===== config.mk =====
export PLATFORM = sky130hd
export DESIGN_NAME = soc_bus_top
export DESIGN_NICKNAME = d
export VERILOG_FILES = /design/src/design/soc_bus_pkg.sv /design/src/design/wb_bus_if.sv /design/src/design/clint_timer.sv /design/src/design/soc_bus_top.sv /design/src/design/sram_controller.sv /design/src/design/wb_arbiter.sv /design/src/design/wb_decoder.sv
export SDC_FILE = /design/constraint.sdc
export NUM_CORES = 1
export LEC_CHECK = 0
export BUFFER_PORTS_ARGS = -buffer_cell sky130_fd_sc_hd__buf_2
export CELL_PAD_IN_SITES_DETAIL_PLACEMENT = 0
export CELL_PAD_IN_SITES_GLOBAL_PLACEMENT = 1
export CORE_MARGIN = 3
export CORE_UTILIZATION = 40
export CTS_CLUSTER_SIZE = 40
export DETAILED_ROUTE_END_ITERATION = 7
export MAX_ROUTING_LAYER = met4
export PLACE_DENSITY = 0.84
export SKIP_LAST_GASP = 1
export SLEW_MARGIN = 20
export SYNTH_ARGS = -nofsm -noshare
export SYNTH_HDL_FRONTEND = slang
export SYNTH_SLANG_ARGS = --single-unit

===== constraint.sdc =====
create_clock -name sys_clk -period 12.8 [get_ports sys_clk]
set_input_delay 1.92 -clock sys_clk [delete_from_list [all_inputs] [get_ports sys_clk]]
set_output_delay 1.92 -clock sys_clk [all_outputs]
set_load 0.02 [all_outputs]

===== src/design/soc_bus_pkg.sv =====
`default_nettype none

package soc_bus_pkg;

    // Bus widths
    localparam int ADDR_W      = 32;
    localparam int DATA_W      = 32;
    localparam int SEL_W       = DATA_W / 8;  // One select per byte
    localparam int SRAM_ADDR_W = 20;          // Word address on the chip

    // Address map
    localparam logic [ADDR_W-1:0] SRAM_BASE  = 32'h8000_0000;
    localparam logic [ADDR_W-1:0] SRAM_MASK  = 32'hFFC0_0000;  // 4 MB
    localparam logic [ADDR_W-1:0] CLINT_BASE = 32'h0200_0000;
    localparam logic [ADDR_W-1:0] CLINT_MASK = 32'hFFF0_0000;

    // Timer register offsets inside the CLINT window
    localparam int CLINT_OFS_W = 20;
    localparam logic [CLINT_OFS_W-1:0] MTIMECMP_OFS = 20'h0_4000;  // Hi word at +4
    localparam logic [CLINT_OFS_W-1:0] MTIME_OFS    = 20'h0_BFF8;  // Hi word at +4

    // Target of the current transfer
    typedef enum logic [1:0] {
        SLV_SRAM,
        SLV_CLINT,
        SLV_NONE
    } slave_sel_t;

    // 64-bit timer word, seen as one count or as two bus words
    typedef union packed {
        logic [63:0] count;      // Increment and compare
        struct packed {
            logic [DATA_W-1:0] hi;
            logic [DATA_W-1:0] lo;
        } half;                  // Bus access
    } clint_time_t;

endpackage

`default_nettype wire


===== src/design/wb_bus_if.sv =====
`timescale 1ns/10ps
`default_nettype none

// Classic single-transfer Wishbone link
interface wb_bus_if;
    import soc_bus_pkg::*;

    logic [ADDR_W-1:0] adr;    // Byte address
    logic [DATA_W-1:0] dat_w;  // Master to slave
    logic [DATA_W-1:0] dat_r;  // Slave to master, valid with ack
    logic              we;
    logic [SEL_W-1:0]  sel;    // Byte selects
    logic              cyc;
    logic              stb;
    logic              ack;    // One cycle per request
    logic              err;    // Never together with ack

    modport master (
        output adr, dat_w, we, sel, cyc, stb,
        input  dat_r, ack, err
    );

    modport slave (
        input  adr, dat_w, we, sel, cyc, stb,
        output dat_r, ack, err
    );

endinterface

`default_nettype wire


===== src/design/clint_timer.sv =====
`timescale 1ns/10ps
`default_nettype none

module clint_timer (
    input  logic    sys_clk,
    input  logic    sys_rst,
    wb_bus_if.slave bus,
    output logic    timer_irq_o   // Machine timer interrupt
);
    import soc_bus_pkg::*;

    clint_time_t            mtime_q;
    clint_time_t            mtimecmp_q;
    clint_time_t            mtime_nxt;
    clint_time_t            mtimecmp_nxt;
    logic                   req;
    logic                   hit_mtime;
    logic                   hit_cmp;
    logic                   hi_word;
    logic [CLINT_OFS_W-1:0] ofs;
    logic [DATA_W-1:0]      rd_data;

    // Byte-wise merge of a bus write into a stored word
    function automatic logic [DATA_W-1:0] merge_bytes(
        input logic [DATA_W-1:0] old_w,
        input logic [DATA_W-1:0] new_w,
        input logic [SEL_W-1:0]  sel
    );
        logic [DATA_W-1:0] res;
        res = old_w;
        for (int i = 0; i < SEL_W; i++) begin
            if (sel[i]) begin
                res[8*i +: 8] = new_w[8*i +: 8];
            end
        end
        return res;
    endfunction

    assign req       = bus.cyc && bus.stb && !bus.ack;  // No second ack for a held stb
    assign ofs       = bus.adr[CLINT_OFS_W-1:0];
    assign hit_mtime = ofs[CLINT_OFS_W-1:3] == MTIME_OFS[CLINT_OFS_W-1:3];
    assign hit_cmp   = ofs[CLINT_OFS_W-1:3] == MTIMECMP_OFS[CLINT_OFS_W-1:3];
    assign hi_word   = ofs[2];

    // Next timer values, a bus write replaces the increment
    always_comb begin
        mtime_nxt.count = mtime_q.count + 64'd1;
        mtimecmp_nxt    = mtimecmp_q;
        if (req && bus.we) begin
            if (hit_mtime) begin
                mtime_nxt = mtime_q;
                if (hi_word) begin
                    mtime_nxt.half.hi = merge_bytes(mtime_q.half.hi, bus.dat_w, bus.sel);
                end else begin
                    mtime_nxt.half.lo = merge_bytes(mtime_q.half.lo, bus.dat_w, bus.sel);
                end
            end
            if (hit_cmp) begin
                if (hi_word) begin
                    mtimecmp_nxt.half.hi = merge_bytes(mtimecmp_q.half.hi, bus.dat_w, bus.sel);
                end else begin
                    mtimecmp_nxt.half.lo = merge_bytes(mtimecmp_q.half.lo, bus.dat_w, bus.sel);
                end
            end
        end
    end

    // Read mux, other offsets read 0
    always_comb begin
        rd_data = '0;
        if (hit_mtime) begin
            rd_data = hi_word ? mtime_q.half.hi : mtime_q.half.lo;
        end else if (hit_cmp) begin
            rd_data = hi_word ? mtimecmp_q.half.hi : mtimecmp_q.half.lo;
        end
    end

    always_ff @(posedge sys_clk or posedge sys_rst) begin
        if (sys_rst) begin
            mtime_q.count    <= '0;
            mtimecmp_q.count <= '1;  // Far future, no irq
            bus.ack          <= 1'b0;
            timer_irq_o      <= 1'b0;
        end else begin
            mtime_q     <= mtime_nxt;
            mtimecmp_q  <= mtimecmp_nxt;
            bus.ack     <= req;
            timer_irq_o <= mtime_q.count >= mtimecmp_q.count;
        end
    end

    always_ff @(posedge sys_clk) begin
        if (req) begin
            bus.dat_r <= rd_data;
        end
    end

    assign bus.err = 1'b0;

endmodule

`default_nettype wire


===== src/design/soc_bus_top.sv =====
`timescale 1ns/10ps
`default_nettype none

module soc_bus_top (
    input  logic                                sys_clk,
    input  logic                                sys_rst,

    // Instruction fetch master
    input  logic [soc_bus_pkg::ADDR_W-1:0]      inst_adr_i,
    input  logic                                inst_cyc_i,
    input  logic                                inst_stb_i,
    output logic [soc_bus_pkg::DATA_W-1:0]      inst_dat_o,
    output logic                                inst_ack_o,
    output logic                                inst_err_o,

    // Data master
    input  logic [soc_bus_pkg::ADDR_W-1:0]      data_adr_i,
    input  logic [soc_bus_pkg::DATA_W-1:0]      data_dat_i,
    input  logic                                data_we_i,
    input  logic [soc_bus_pkg::SEL_W-1:0]       data_sel_i,
    input  logic                                data_cyc_i,
    input  logic                                data_stb_i,
    output logic [soc_bus_pkg::DATA_W-1:0]      data_dat_o,
    output logic                                data_ack_o,
    output logic                                data_err_o,

    // Base SRAM chip
    output logic [soc_bus_pkg::SRAM_ADDR_W-1:0] sram_addr_o,
    input  logic [soc_bus_pkg::DATA_W-1:0]      sram_data_i,
    output logic [soc_bus_pkg::DATA_W-1:0]      sram_data_o,
    output logic                                sram_data_oe_o,
    output logic                                sram_ce_n_o,
    output logic                                sram_oe_n_o,
    output logic                                sram_we_n_o,
    output logic [soc_bus_pkg::SEL_W-1:0]       sram_be_n_o,

    output logic                                timer_irq_o
);

    wb_bus_if fetch_bus ();  // Fetch port into the arbiter
    wb_bus_if data_bus ();   // Data port into the arbiter
    wb_bus_if m_bus ();      // Arbiter to decoder
    wb_bus_if sram_bus ();
    wb_bus_if clint_bus ();

    // Fetch only reads whole words
    assign fetch_bus.adr   = inst_adr_i;
    assign fetch_bus.dat_w = '0;
    assign fetch_bus.we    = 1'b0;
    assign fetch_bus.sel   = '1;
    assign fetch_bus.cyc   = inst_cyc_i;
    assign fetch_bus.stb   = inst_stb_i;
    assign inst_dat_o      = fetch_bus.dat_r;
    assign inst_ack_o      = fetch_bus.ack;
    assign inst_err_o      = fetch_bus.err;

    assign data_bus.adr    = data_adr_i;
    assign data_bus.dat_w  = data_dat_i;
    assign data_bus.we     = data_we_i;
    assign data_bus.sel    = data_sel_i;
    assign data_bus.cyc    = data_cyc_i;
    assign data_bus.stb    = data_stb_i;
    assign data_dat_o      = data_bus.dat_r;
    assign data_ack_o      = data_bus.ack;
    assign data_err_o      = data_bus.err;

    wb_arbiter u_arbiter (
        .sys_clk (sys_clk),
        .sys_rst (sys_rst),
        .fetch   (fetch_bus),
        .data    (data_bus),
        .bus     (m_bus)
    );

    wb_decoder u_decoder (
        .sys_clk (sys_clk),
        .sys_rst (sys_rst),
        .bus     (m_bus),
        .sram    (sram_bus),
        .clint   (clint_bus)
    );

    sram_controller u_sram (
        .sys_clk        (sys_clk),
        .sys_rst        (sys_rst),
        .bus            (sram_bus),
        .sram_addr_o    (sram_addr_o),
        .sram_data_i    (sram_data_i),
        .sram_data_o    (sram_data_o),
        .sram_data_oe_o (sram_data_oe_o),
        .sram_ce_n_o    (sram_ce_n_o),
        .sram_oe_n_o    (sram_oe_n_o),
        .sram_we_n_o    (sram_we_n_o),
        .sram_be_n_o    (sram_be_n_o)
    );

    clint_timer u_clint (
        .sys_clk     (sys_clk),
        .sys_rst     (sys_rst),
        .bus         (clint_bus),
        .timer_irq_o (timer_irq_o)
    );

endmodule

`default_nettype wire


===== src/design/sram_controller.sv =====
`timescale 1ns/10ps
`default_nettype none

module sram_controller (
    input  logic                               sys_clk,
    input  logic                               sys_rst,
    wb_bus_if.slave                            bus,
    output logic [soc_bus_pkg::SRAM_ADDR_W-1:0] sram_addr_o,     // Word address
    input  logic [soc_bus_pkg::DATA_W-1:0]      sram_data_i,     // Chip to controller
    output logic [soc_bus_pkg::DATA_W-1:0]      sram_data_o,     // Controller to chip
    output logic                               sram_data_oe_o,  // Drive data pins
    output logic                               sram_ce_n_o,
    output logic                               sram_oe_n_o,
    output logic                               sram_we_n_o,
    output logic [soc_bus_pkg::SEL_W-1:0]       sram_be_n_o
);
    import soc_bus_pkg::*;

    typedef enum logic [1:0] {
        ST_IDLE,
        ST_ACCESS,  // Chip strobes active
        ST_DONE     // Ack cycle
    } state_t;

    state_t state_q;
    logic   start;

    assign start = (state_q == ST_IDLE) && bus.cyc && bus.stb;

    // Control state and chip strobes
    always_ff @(posedge sys_clk or posedge sys_rst) begin
        if (sys_rst) begin
            state_q        <= ST_IDLE;
            sram_ce_n_o    <= 1'b1;
            sram_oe_n_o    <= 1'b1;
            sram_we_n_o    <= 1'b1;
            sram_data_oe_o <= 1'b0;
            bus.ack        <= 1'b0;
        end else begin
            case (state_q)
                ST_IDLE: begin
                    if (start) begin
                        state_q        <= ST_ACCESS;
                        sram_ce_n_o    <= 1'b0;
                        sram_oe_n_o    <= bus.we;   // Low for a read
                        sram_we_n_o    <= !bus.we;  // Low for a write
                        sram_data_oe_o <= bus.we;
                    end
                end
                ST_ACCESS: begin
                    state_q        <= ST_DONE;
                    sram_ce_n_o    <= 1'b1;  // Release, we_n edge stores the write
                    sram_oe_n_o    <= 1'b1;
                    sram_we_n_o    <= 1'b1;
                    sram_data_oe_o <= 1'b0;
                    bus.ack        <= 1'b1;
                end
                ST_DONE: begin
                    state_q <= ST_IDLE;
                    bus.ack <= 1'b0;
                end
                default: begin
                    state_q <= ST_IDLE;
                end
            endcase
        end
    end

    // Address, byte enables and write data held through the access
    always_ff @(posedge sys_clk) begin
        if (start) begin
            sram_addr_o <= bus.adr[SRAM_ADDR_W+1:2];
            sram_be_n_o <= ~bus.sel;
            sram_data_o <= bus.dat_w;
        end
        if (state_q == ST_ACCESS && !bus.we) begin
            bus.dat_r <= sram_data_i;  // Read data sampled at end of access
        end
    end

    assign bus.err = 1'b0;  // Every SRAM access completes

endmodule

`default_nettype wire


===== src/design/wb_arbiter.sv =====
`timescale 1ns/10ps
`default_nettype none

module wb_arbiter (
    input  logic    sys_clk,
    input  logic    sys_rst,
    wb_bus_if.slave fetch,   // Instruction port, read only
    wb_bus_if.slave data,    // Load/store port
    wb_bus_if.master bus     // Shared bus to the decoder
);

    typedef enum logic [1:0] {
        OWN_IDLE,
        OWN_FETCH,
        OWN_DATA
    } owner_t;

    owner_t owner_q;  // Bus owner held across a transfer
    owner_t grant;    // Owner in this cycle
    logic   fetch_req;
    logic   data_req;

    assign fetch_req = fetch.cyc && fetch.stb;
    assign data_req  = data.cyc && data.stb;

    // Data port wins a tie in an idle cycle
    always_comb begin
        grant = owner_q;
        if (owner_q == OWN_IDLE) begin
            if (data_req) begin
                grant = OWN_DATA;
            end else if (fetch_req) begin
                grant = OWN_FETCH;
            end
        end
    end

    always_ff @(posedge sys_clk or posedge sys_rst) begin
        if (sys_rst) begin
            owner_q <= OWN_IDLE;
        end else if (bus.ack || bus.err || !bus.cyc) begin
            owner_q <= OWN_IDLE;  // Transfer over, other master may win next
        end else begin
            owner_q <= grant;
        end
    end

    // Request path, combinational
    always_comb begin
        if (grant == OWN_FETCH) begin
            bus.adr   = fetch.adr;
            bus.dat_w = fetch.dat_w;
            bus.we    = fetch.we;
            bus.sel   = fetch.sel;
        end else begin
            bus.adr   = data.adr;
            bus.dat_w = data.dat_w;
            bus.we    = data.we;
            bus.sel   = data.sel;
        end
    end

    assign bus.cyc = (grant == OWN_FETCH) ? fetch.cyc
                   : (grant == OWN_DATA)  ? data.cyc : 1'b0;
    assign bus.stb = (grant == OWN_FETCH) ? fetch.stb
                   : (grant == OWN_DATA)  ? data.stb : 1'b0;

    // Response goes back to the owner alone
    assign fetch.dat_r = bus.dat_r;
    assign data.dat_r  = bus.dat_r;
    assign fetch.ack   = bus.ack && (grant == OWN_FETCH);
    assign fetch.err   = bus.err && (grant == OWN_FETCH);
    assign data.ack    = bus.ack && (grant == OWN_DATA);
    assign data.err    = bus.err && (grant == OWN_DATA);

endmodule

`default_nettype wire


===== src/design/wb_decoder.sv =====
`timescale 1ns/10ps
`default_nettype none

module wb_decoder (
    input  logic     sys_clk,
    input  logic     sys_rst,
    wb_bus_if.slave  bus,    // From the arbiter
    wb_bus_if.master sram,   // SRAM controller
    wb_bus_if.master clint   // Core-local timer
);
    import soc_bus_pkg::*;

    slave_sel_t slv;    // Target picked from the address
    logic       req;
    logic       err_q;  // Error answer for unmapped addresses

    // Address windows
    always_comb begin
        if ((bus.adr & SRAM_MASK) == SRAM_BASE) begin
            slv = SLV_SRAM;
        end else if ((bus.adr & CLINT_MASK) == CLINT_BASE) begin
            slv = SLV_CLINT;
        end else begin
            slv = SLV_NONE;
        end
    end

    assign req = bus.cyc && bus.stb;

    // Request fields go to both slaves, strobes only to the selected one
    assign sram.adr    = bus.adr;
    assign sram.dat_w  = bus.dat_w;
    assign sram.we     = bus.we;
    assign sram.sel    = bus.sel;
    assign sram.cyc    = bus.cyc && (slv == SLV_SRAM);
    assign sram.stb    = req && (slv == SLV_SRAM);

    assign clint.adr   = bus.adr;
    assign clint.dat_w = bus.dat_w;
    assign clint.we    = bus.we;
    assign clint.sel   = bus.sel;
    assign clint.cyc   = bus.cyc && (slv == SLV_CLINT);
    assign clint.stb   = req && (slv == SLV_CLINT);

    // One err pulse, cleared by itself while stb is still up
    always_ff @(posedge sys_clk or posedge sys_rst) begin
        if (sys_rst) begin
            err_q <= 1'b0;
        end else begin
            err_q <= req && (slv == SLV_NONE) && !err_q;
        end
    end

    // Response mux, address is held until the answer
    always_comb begin
        case (slv)
            SLV_SRAM: begin
                bus.dat_r = sram.dat_r;
                bus.ack   = sram.ack;
                bus.err   = sram.err;
            end
            SLV_CLINT: begin
                bus.dat_r = clint.dat_r;
                bus.ack   = clint.ack;
                bus.err   = clint.err;
            end
            default: begin
                bus.dat_r = '0;
                bus.ack   = 1'b0;
                bus.err   = err_q;
            end
        endcase
    end

endmodule

`default_nettype wire


==> flow_metrics.env, run 1 <==
export IMPL_outcome="completed"
export IMPL_num_vias=12821
export IMPL_numCtsBuffers=30
export IMPL_yosys_warnings=0
export IMPL_grt_max_degree=72
export IMPL_cts_tree="built"
export IMPL_cts_resized_gates=0
export IMPL_drt_iter0_markers=1076
export IMPL_synth_top_family_by_area="compound AO/OA/AOI/OAI gates"
export IMPL_synth_top_area_cell="edfxtp_1"
export IMPL_wirelength_um=46900
export IMPL_cts_sinks=260
export IMPL_async_flop_share=0.538
export IMPL_max_freq_mhz=162
export IMPL_htree_levels=1
export IMPL_synth_seq_cells=260
export IMPL_whs_ns=0.464
export IMPL_nNetsFinal=1937
export IMPL_crit_top_cell="buf_2"
export IMPL_syn_cell_area_um2=14800
export IMPL_r2r_start="u_arbiter.owner_q[1]$_DFF_PP0_"
export IMPL_finalInstanceArea_um2=17400
export IMPL_cpMaxStageDelayCell="buf_4"
export IMPL_place_area_um2=16300
export IMPL_cts_reportedPaths_clkPinSlew_ns=0.06
export IMPL_grt_pass1_wl_um=71600
export IMPL_hold_start="u_clint.mtimecmp_q[25]$_DFFE_PP1P_"
export IMPL_maxSlewHeadroom=0.292
export IMPL_power_density_nw_per_um2=113
export IMPL_cp_arrival_ns=4.26
export IMPL_synth_top_flop_cell="edfxtp_1"
export IMPL_fin_skew_ns=0.0102
export IMPL_ys_top_cells_by_area="edfxtp_1 (24%), dfrtp_1 (12%), dfstp_2 (12%), ha_1 (5.7%), nand2_1 (5.3%)"
export IMPL_r2r_end="u_sram.sram_data_o[6]$_DFFE_PP_"
export IMPL_rrSetupSlack_ns=8.72
export IMPL_worst_pin_slew_ns=1.06
export IMPL_clockBufferDepth=3
export IMPL_area_growth_pct=17.1
export IMPL_fin_crit_sh=0.483
export IMPL_die_w_um=199
export IMPL_hold_buffers=0
export IMPL_rsz0062_at_grt="false"
export IMPL_dr_pass1_iters=5
export IMPL_p_seq_frac=0.453
export IMPL_whs_endpoint="u_clint.mtimecmp_q[25]$_DFFE_PP1P_"
export IMPL_swShare=0.241
export IMPL_hold_depth=2
export IMPL_fin_tns_setup_ns=0
export IMPL_clk_latency_ns=0.56
export IMPL_finalPower_uw=1960
export IMPL_postSynthCellCount=1527
export IMPL_start_util=0.411
export IMPL_drc_errors=0
export IMPL_cts_setup_buffers=0
export IMPL_drv_cap=0
export IMPL_p_sw_uw=472
export IMPL_required_ns=10.88
export IMPL_antenna_left=0
export IMPL_synth_compound_area_frac=0.198
export IMPL_via_per_inst=5.79
export IMPL_grt_ovfl_total=0
export IMPL_worst_setup_path_type="primary input to output pin"
export IMPL_core_area_um2=36100
export IMPL_period_minus_slack_ns=6.18
export IMPL_slew_violations=0
export IMPL_path_cells="buf_2 -> nand2_1 -> a21o_1 -> nand2_2 -> o21ai_4 -> buf_4 -> a22o_1 -> inv_1 -> nor3_1 -> buf_2"
export IMPL_num_rows=69
export IMPL_synth_top_cell_area_share=0.243
export IMPL_gp_congestion=0.910
export IMPL_synthesis_nets=1734
export IMPL_die_h_um=199
export IMPL_hold_path_class="flop to flop"
export IMPL_hold_viol=0
export IMPL_yosys_area_share_adder=0.0574
export IMPL_synthSimpleGateAreaFrac=0.168
export IMPL_port_buffers=263
export IMPL_slowest_delay_ns=0.47
export IMPL_root_buffer="clkbuf_16"
export IMPL_p_clk_frac=0.472
export IMPL_grt_antenna_before_repair=1
export IMPL_vdd_ir_drop_max_mv=0.0950
export IMPL_setup_violations=0
export IMPL_wl_per_cell_um=21.2
export IMPL_synth_xor_xnor_area_share=0
export IMPL_io_pins=268
export IMPL_seq_area_frac_synth=0.485
export IMPL_grt_pass1_vias=12212
export IMPL_grt_usage=0.238
export IMPL_r2r_cells=7
export IMPL_yosysUniqueCellTypes=77
export IMPL_hpwl_um=33100
export IMPL_dieArea_um2=39400
export IMPL_synth_edf_count=120
export IMPL_crit_fanout=37
export IMPL_startpoint_type="primary input"
export IMPL_intPower_uw=1490
export IMPL_synth_area_per_cell_um2=9.71
export IMPL_drive_gt1_frac=0.250
export IMPL_combPwrFrac=0.075
export IMPL_synth_mux_area_frac=0.0224
export IMPL_endpoint_kind="output pin"
export IMPL_p_leak_uw=0.00692
export IMPL_post_route_util=0.481
## how the worst max path moves through the flow
| stage | slack (ns) | to | start |
|---|---|---|---|
| after floorplan | 6.95 | inst_dat_o[10] | inst_stb_i |
| after global placement | 6.68 | data_ack_o | data_stb_i |
| after detailed placement | 6.62 | data_ack_o | data_stb_i |
| after CTS | 6.63 | data_ack_o | data_stb_i |
| after global routing | 6.41 | data_ack_o | inst_stb_i |
| final | 6.62 | data_ack_o | data_stb_i |
## power groups by stage
stage	clock, µW	sequential [µW]	combinational [µW]
after floorplan	0	903	80.1
after CTS	946	888	147
after global routing	978	888	161
final	926	888	147
after detailed placement	0	903	146
after global placement	0	903	143
## routing by layer
metal / GRT usage / share of wire / up-vias / routed length [µm]
met3: 0.0278 / 0.063 / 88 / 2940
met1: 0.325 / 0.45 / 6257 / 20900
met5: - / 0 / - / 0
met4: 0.0612 / 0.026 / 0 / 1230
met2: 0.381 / 0.46 / 489 / 21800
li1: - / - / 5987 / -
## synth_stat cells (33+ instances only)
| cell type | instances |
|---|---|
| a21oi_1 | 98 |
| ha_1 | 68 |
| nand3_1 | 56 |
| dfstp_2 | 67 |
| o22ai_1 | 36 |
| buf_4 | 33 |
| nor2_1 | 83 |
| clkbuf_1 | 44 |
| nand2_1 | 208 |
| edfxtp_1 | 120 |
| o21ai_0 | 91 |
| dfrtp_1 | 73 |
| inv_1 | 114 |
| a22o_1 | 34 |
## worst max-delay path: cells and delay by family
kind	cells	cell delay [ns]
buffers and inverters	4	0.86
AO/OA/AOI/OAI	3	0.75
AND/OR/NAND/NOR	3	0.71
## sequential cells by signal, summed over array words and instances (netlist names), 2 cells and up
register            flops
u_clint.mtime_q        64
u_clint.mtimecmp_q     64
u_clint.bus.dat_r      32
u_sram.bus.dat_r       32
u_sram.sram_data_o     32
u_sram.sram_addr_o     20
u_sram.sram_be_n_o      4
u_arbiter.owner_q       2
u_sram.state_q          2
## layout make-up
class	count	area, µm²
Sequential cell	260	7190
Inverter	114	430
Clock buffer	40	881
Multi-Input combinational cell	1047	6660
Tap cell	461	577
Antenna cell	1	2.50
Timing Repair Buffer	277	1420
Clock inverter	16	190
Fill cell	3483	18700
## placed cells by master (no fill, tap or decap), types with 13 or more instances in the layout
cell type	n
dfstp_2	67
dfrtp_1	73
edfxtp_1	120
nand2_1	206
buf_4	14
a22o_1	34
nor3_1	19
mux2i_1	32
nand4_1	20
o21ai_1	25
o21ai_0	91
and3_1	31
o22ai_1	36
a21oi_1	98
inv_1	113
ha_1	68
a22oi_1	26
nor2_1	83
a211o_1	27
nand3_1	56
clkbuf_16	32
buf_2	263
a211oi_1	16
and2_1	13
## per-stage QoR
| stage | worst slack, ns | cells |
|---|---|---|
| after global routing | 6.41 | 2216 |
| after floorplan | 6.95 | 1527 |
| after global placement | 6.68 | 2159 |
| after detailed placement | 6.62 | 2159 |
| after CTS | 6.63 | 2215 |
| final | 6.62 | 2216 |
## logic make-up after synthesis
kind of cell	count (synthesis)
buf+inv	220
flops	260
compound gates	439
mux	33
fa+ha+maj	68
simple gates	507
Note: power is estimated with default switching activity, not from simulation.
==> run 2, diff against run 1 <==
- clock period: 12.8 -> 6.2 ns (I/O delays scaled with it)
==> run 2 against run 1 <==
- combinational power grew 110%
- clock power grew 100%
- global-route usage shrank 0.052 points
- total power grew 100%
- sequential share of layout area shrank 0.051 points
- non-clock buffer count grew 3
- highest routed layer unchanged
==> flow_metrics.env, run 2 (synthesized netlist as in run 1, its figures left out) <==
export IMPL_outcome="completed"
export IMPL_grt_pass1_wl_um=71300
export IMPL_intPower_uw=3010
export IMPL_period_minus_slack_ns=4.21
export IMPL_fin_tns_setup_ns=0
export IMPL_endpoint_kind="output pin"
export IMPL_power_density_nw_per_um2=229
export IMPL_fin_ws_ns=1.99
export IMPL_combPwrFrac=0.076
export IMPL_fin_skew_ns=0.0184
export IMPL_dr_pass1_iters=5
export IMPL_hold_path_class="primary input to async pin"
export IMPL_clk_latency_ns=0.57
export IMPL_hold_viol=0
export IMPL_cts_reportedPaths_clkPinSlew_ns=0.06
export IMPL_clockBufferDepth=3
export IMPL_gp_congestion=0.915
export IMPL_hpwl_um=33600
export IMPL_wirelength_um=47100
export IMPL_cp_arrival_ns=3.28
export IMPL_port_buffers=263
export IMPL_num_vias=12746
export IMPL_fin_crit_sh=0.679
export IMPL_die_h_um=199
export IMPL_mostFrequentLayoutCell="buf_2"
export IMPL_max_freq_mhz=237
export IMPL_via_per_inst=5.74
export IMPL_root_buffer="clkbuf_16"
export IMPL_io_pins=268
export IMPL_placed_cells=2161
export IMPL_wl_per_cell_um=21.2
export IMPL_cts_setup_buffers=0
export IMPL_p_clk_frac=0.463
export IMPL_swShare=0.245
export IMPL_crit_top_cell="buf_2"
export IMPL_maxSlewHeadroom=0.310
export IMPL_cpMaxStageDelayCell="o21ai_4"
export IMPL_nNetsFinal=1941
export IMPL_grt_max_degree=65
export IMPL_slew_violations=0
export IMPL_grt_ovfl_total=0
export IMPL_crit_fanout=19
export IMPL_grt_antenna_before_repair=2
export IMPL_cts_resized_gates=0
export IMPL_final_cell_mix="buf_2 (263), nand2_1 (207), edfxtp_1 (120)"
export IMPL_core_area_um2=36100
export IMPL_antenna_left=0
export IMPL_cts_tree="built"
export IMPL_hold_buffers=0
export IMPL_worst_pin_slew_ns=1.03
export IMPL_numCtsBuffers=31
export IMPL_die_w_um=199
export IMPL_slowest_delay_ns=0.62
export IMPL_start_util=0.411
export IMPL_area_growth_pct=17.2
export IMPL_htree_levels=1
export IMPL_path_cells="buf_2 -> and2_1 -> a21o_1 -> nand2_2 -> o21ai_4 -> buf_4 -> a22o_1 -> buf_2"
export IMPL_startpoint_type="primary input"
export IMPL_vdd_ir_drop_max_mv=0.226
export IMPL_grt_pass1_vias=12102
export IMPL_drt_iter0_markers=1006
export IMPL_num_rows=69
export IMPL_drv_cap=0
export IMPL_p_seq_frac=0.460
export IMPL_pre_cts_slack_ns=1.59
export IMPL_worst_setup_path_type="primary input to output pin"
export IMPL_p_leak_uw=0.00691
export IMPL_drive_gt1_frac=0.250
export IMPL_drc_errors=0
export IMPL_rsz0062_at_grt="false"
export IMPL_grt_usage=0.238
export IMPL_p_sw_uw=976
export IMPL_setup_violations=0
export IMPL_reg_top3="u_clint.mtime_q x64, u_clint.mtimecmp_q x64"
export IMPL_dieArea_um2=39400
export IMPL_fin_cells=2221
export IMPL_nFillCells=3390
export IMPL_required_ns=5.27
export IMPL_cts_sinks=260
## run 2: area by class of cell
type                    instances  area [µm²]  area share
diodes                          2        5.00    0.000288
clock buffers                  40         851      0.0490
clock inverters                17         186      0.0107
inverters                     114         430      0.0248
multi-input cells            1047        6660       0.383
flip-flops and latches        260        7190       0.414
well taps                     461         577      0.0332
repair buffers                280        1480      0.0850
## run 2: per-layer routing
| metal | track usage | vias up | share of wire |
|---|---|---|---|
| met1 | 0.327 | 6160 | 0.44 |
| met5 | - | - | 0 |
| met4 | 0.0617 | 0 | 0.024 |
| li1 | - | 5997 | - |
| met2 | 0.378 | 508 | 0.47 |
| met3 | 0.0268 | 81 | 0.064 |
## run 2: power by group through the flow
stage | Sequential [µW] | Combinational, µW | Clock (µW)
3_3_place_gp | 1860 | 298 | 0
6_report | 1830 | 305 | 1850
5_1_grt | 1830 | 332 | 1960
2_1_floorplan | 1860 | 165 | 0
4_1_cts | 1830 | 304 | 1890
3_5_place_dp | 1860 | 302 | 0
## run 2: final timing paths
path	startpoint	endpoint	slack (ns)	cells after the start
hold / removal	sys_rst	u_clint.mtime_q[37]$_DFFE_PP0P_	0.36	2
hold reg to reg	u_clint.mtimecmp_q[25]$_DFFE_PP1P_	u_clint.mtimecmp_q[25]$_DFFE_PP1P_	0.47	2
setup reg to reg	u_arbiter.owner_q[1]$_DFF_PP0_	u_clint.mtime_q[62]$_DFFE_PP0P_	2.20	8
setup / recovery	inst_stb_i	inst_dat_o[31]	1.99	8
max in group asynchronous	sys_rst	u_clint.mtime_q[51]$_DFFE_PP0P_	4.70	3
min in group sys_clk	u_clint.mtimecmp_q[25]$_DFFE_PP1P_	u_clint.mtimecmp_q[25]$_DFFE_PP1P_	0.47	2
## run 2: critical path: cells and delay by family
kind                   cells  cell delay [ns]
and+or+nand+nor            2             0.50
buffers and inverters      3             0.69
AOI/OAI and AO/OA          3             1.15
## run 2: metrics by stage
| stage | power (µW) | area [µm²] | utilization | hold WS, ns |
|---|---|---|---|---|
| 2_1_floorplan | 2030 | 14800 | - | 0.435 |
| 3_3_place_gp | 2160 | 16300 | 0.452 | 0.451 |
| 3_5_place_dp | 2170 | 16300 | 0.452 | 0.461 |
| 4_1_cts | 4030 | 17300 | 0.481 | 0.346 |
| 5_1_grt | 4120 | 17400 | 0.482 | 0.374 |
| 6_report | 3980 | 17400 | 0.482 | 0.360 |
==> run 3, diff against run 2 <==
- CORE_UTILIZATION: 40 -> 39
- PLACE_DENSITY: 0.84 -> 0.86
- clock period: 6.2 -> 3.6 ns (I/O delays scaled with it)
==> run 3 against run 2 <==
- hold slack worse by 0.29 ns
- clock power grew 70%
- combinational power is 77% higher
- register-to-register slack lost 1.7 ns
- cell count rose by 4.1%
- sequential cell count is the same
- non-clock buffer count grew 50
- sequential power rose by 73%
- die area increased by 2.5%
- first-iteration DRC count shrank 8.5%
==> flow_metrics.env, run 3 (synthesized netlist as in run 1, its figures left out) <==
export IMPL_outcome="completed"
export IMPL_finalPower_uw=6850
export IMPL_r2r_cells=8
export IMPL_htree_levels=1
export IMPL_rrSetupSlack_ns=0.49
export IMPL_intPower_uw=5210
export IMPL_mostFrequentLayoutCell="buf_2"
export IMPL_reg_top3="u_clint.mtime_q x64, u_clint.mtimecmp_q x64"
export IMPL_power_density_nw_per_um2=383
export IMPL_startpoint_type="flop"
export IMPL_cts_resized_gates=0
export IMPL_endpoint_kind="output pin"
export IMPL_hold_viol=0
export IMPL_combPwrFrac=0.079
export IMPL_fin_skew_ns=0.0110
export IMPL_drv_cap=0
export IMPL_core_area_um2=37000
export IMPL_clockBufferDepth=3
export IMPL_cts_tree="built"
export IMPL_clk_latency_ns=0.57
export IMPL_fin_crit_sh=0.952
export IMPL_io_pins=268
export IMPL_p_clk_frac=0.460
export IMPL_port_buffers=263
export IMPL_cp_endpoint="data_err_o"
export IMPL_root_buffer="clkbuf_16"
export IMPL_crit_buf_inv=4
export IMPL_path_cells="buf_4 -> inv_1 -> nand2_2 -> o21ai_4 -> buf_12 -> nor2_1 -> nand2_1 -> nor3_1 -> buf_2"
export IMPL_p_leak_uw=0.00717
export IMPL_grt_pass1_wl_um=74500
export IMPL_hold_path_class="primary input to async pin"
export IMPL_pre_cts_slack_ns=0.0682
export IMPL_rsz0062_at_grt="false"
export IMPL_cts_sinks=260
export IMPL_slew_violations=0
export IMPL_hold_buffers=0
export IMPL_worst_setup_path_type="flop to output pin"
export IMPL_maxSlewHeadroom=0.274
export IMPL_die_h_um=201
export IMPL_cp_arrival_ns=2.89
export IMPL_vdd_ir_drop_max_mv=0.358
export IMPL_cts_reportedPaths_clkPinSlew_ns=0.06
export IMPL_grt_pass1_vias=12733
export IMPL_swShare=0.240
export IMPL_grt_max_degree=117
export IMPL_nFillCells=3480
export IMPL_drive_gt1_frac=0.268
export IMPL_critPathLaunch="u_arbiter.owner_q[1]$_DFF_PP0_"
export IMPL_max_freq_mhz=292
export IMPL_gp_congestion=0.905
export IMPL_p_seq_frac=0.461
export IMPL_start_util=0.400
export IMPL_fin_tns_setup_ns=0
export IMPL_grt_antenna_before_repair=1
export IMPL_area_growth_pct=20.6
export IMPL_num_rows=70
export IMPL_grt_usage=0.238
export IMPL_numCtsBuffers=30
export IMPL_r2r_start="u_clint.mtime_q[31]$_DFFE_PP0P_"
export IMPL_wirelength_um=47300
export IMPL_fin_cells=2312
export IMPL_placed_cells=2255
export IMPL_cpMaxStageDelayCell="o21ai_4"
export IMPL_r2r_end="u_clint.mtime_q[59]$_DFFE_PP0P_"
export IMPL_antenna_left=0
export IMPL_p_sw_uw=1640
export IMPL_drc_errors=0
export IMPL_grt_ovfl_total=0
export IMPL_crit_fanout=22
export IMPL_path_delay_family="buffers and inverters"
export IMPL_die_w_um=201
export IMPL_drt_iter0_markers=920
export IMPL_fin_ws_ns=0.174
export IMPL_final_cell_mix="buf_2 (263), nand2_1 (207), edfxtp_1 (120)"
export IMPL_cp_num_cells=9
export IMPL_via_per_inst=5.56
export IMPL_wl_per_cell_um=20.5
export IMPL_hpwl_um=35500
export IMPL_nNetsFinal=1990
export IMPL_period_minus_slack_ns=3.43
export IMPL_register_area_um2=7190
export IMPL_dieArea_um2=40400
export IMPL_dr_pass1_iters=8
export IMPL_post_route_util=0.482
export IMPL_worst_pin_slew_ns=1.09
export IMPL_num_vias=12864
export IMPL_setup_violations=0
export IMPL_cts_setup_buffers=0
export IMPL_required_ns=3.06
export IMPL_slowest_delay_ns=0.54
export IMPL_multi_input_area_um2=6660
[run 3: cell count changes in the layout (fill, tap and decap cells not counted), sizes merged]
cell and delta:
clkinv +4, diode -1, clkinvlp -3, inv -2, buf +50
[run 3: area by class of cell]
| class | instances | area share |
|---|---|---|
| Antenna cell | 1 | 0.000140 |
| Clock buffer | 40 | 0.0487 |
| Clock inverter | 16 | 0.00847 |
| Inverter | 114 | 0.0242 |
| Multi-Input combinational cell | 1047 | 0.373 |
| Sequential cell | 260 | 0.402 |
| Tap cell | 504 | 0.0353 |
| Timing Repair Buffer | 330 | 0.108 |
[run 3: worst min path at each step]
stage / cells past startpoint / endpoint / slack (ns)
after global routing: 2 / u_clint.mtime_q[0]$_DFFE_PP0P_ / 0.09
after CTS: 2 / u_clint.mtime_q[32]$_DFFE_PP0P_ / 0.07
after detailed placement: 2 / u_clint.mtimecmp_q[31]$_DFFE_PP1P_ / 0.46
final: 2 / u_clint.mtime_q[0]$_DFFE_PP0P_ / 0.07
after floorplan: 1 / u_decoder.err_q$_DFF_PP0_ / 0.44
after global placement: 2 / u_clint.mtimecmp_q[24]$_DFFE_PP1P_ / 0.45
[run 3: power groups by stage]
stage,Sequential [µW],Combinational [µW],Clock [µW]
after floorplan,3210,285,0
after global placement,3210,531,0
after detailed placement,3210,539,0
after CTS,3160,542,3240
after global routing,3160,594,3350
final,3160,540,3150
[run 3: through the flow]
| step | instance area [µm²] | hold slack (ns) |
|---|---|---|
| 2_1_floorplan | 14800 | 0.435 |
| 3_3_place_gp | 16800 | 0.451 |
| 3_5_place_dp | 16800 | 0.459 |
| 4_1_cts | 17900 | 0.0694 |
| 5_1_grt | 17900 | 0.0935 |
| 6_report | 17900 | 0.0727 |
[run 3: per-layer routing]
layer	track usage	routed length, µm	vias up
met5	-	0	-
met4	0.0668	1450	0
met3	0.0316	2630	84
met2	0.377	22200	387
met1	0.321	21000	6303
li1	-	-	6090
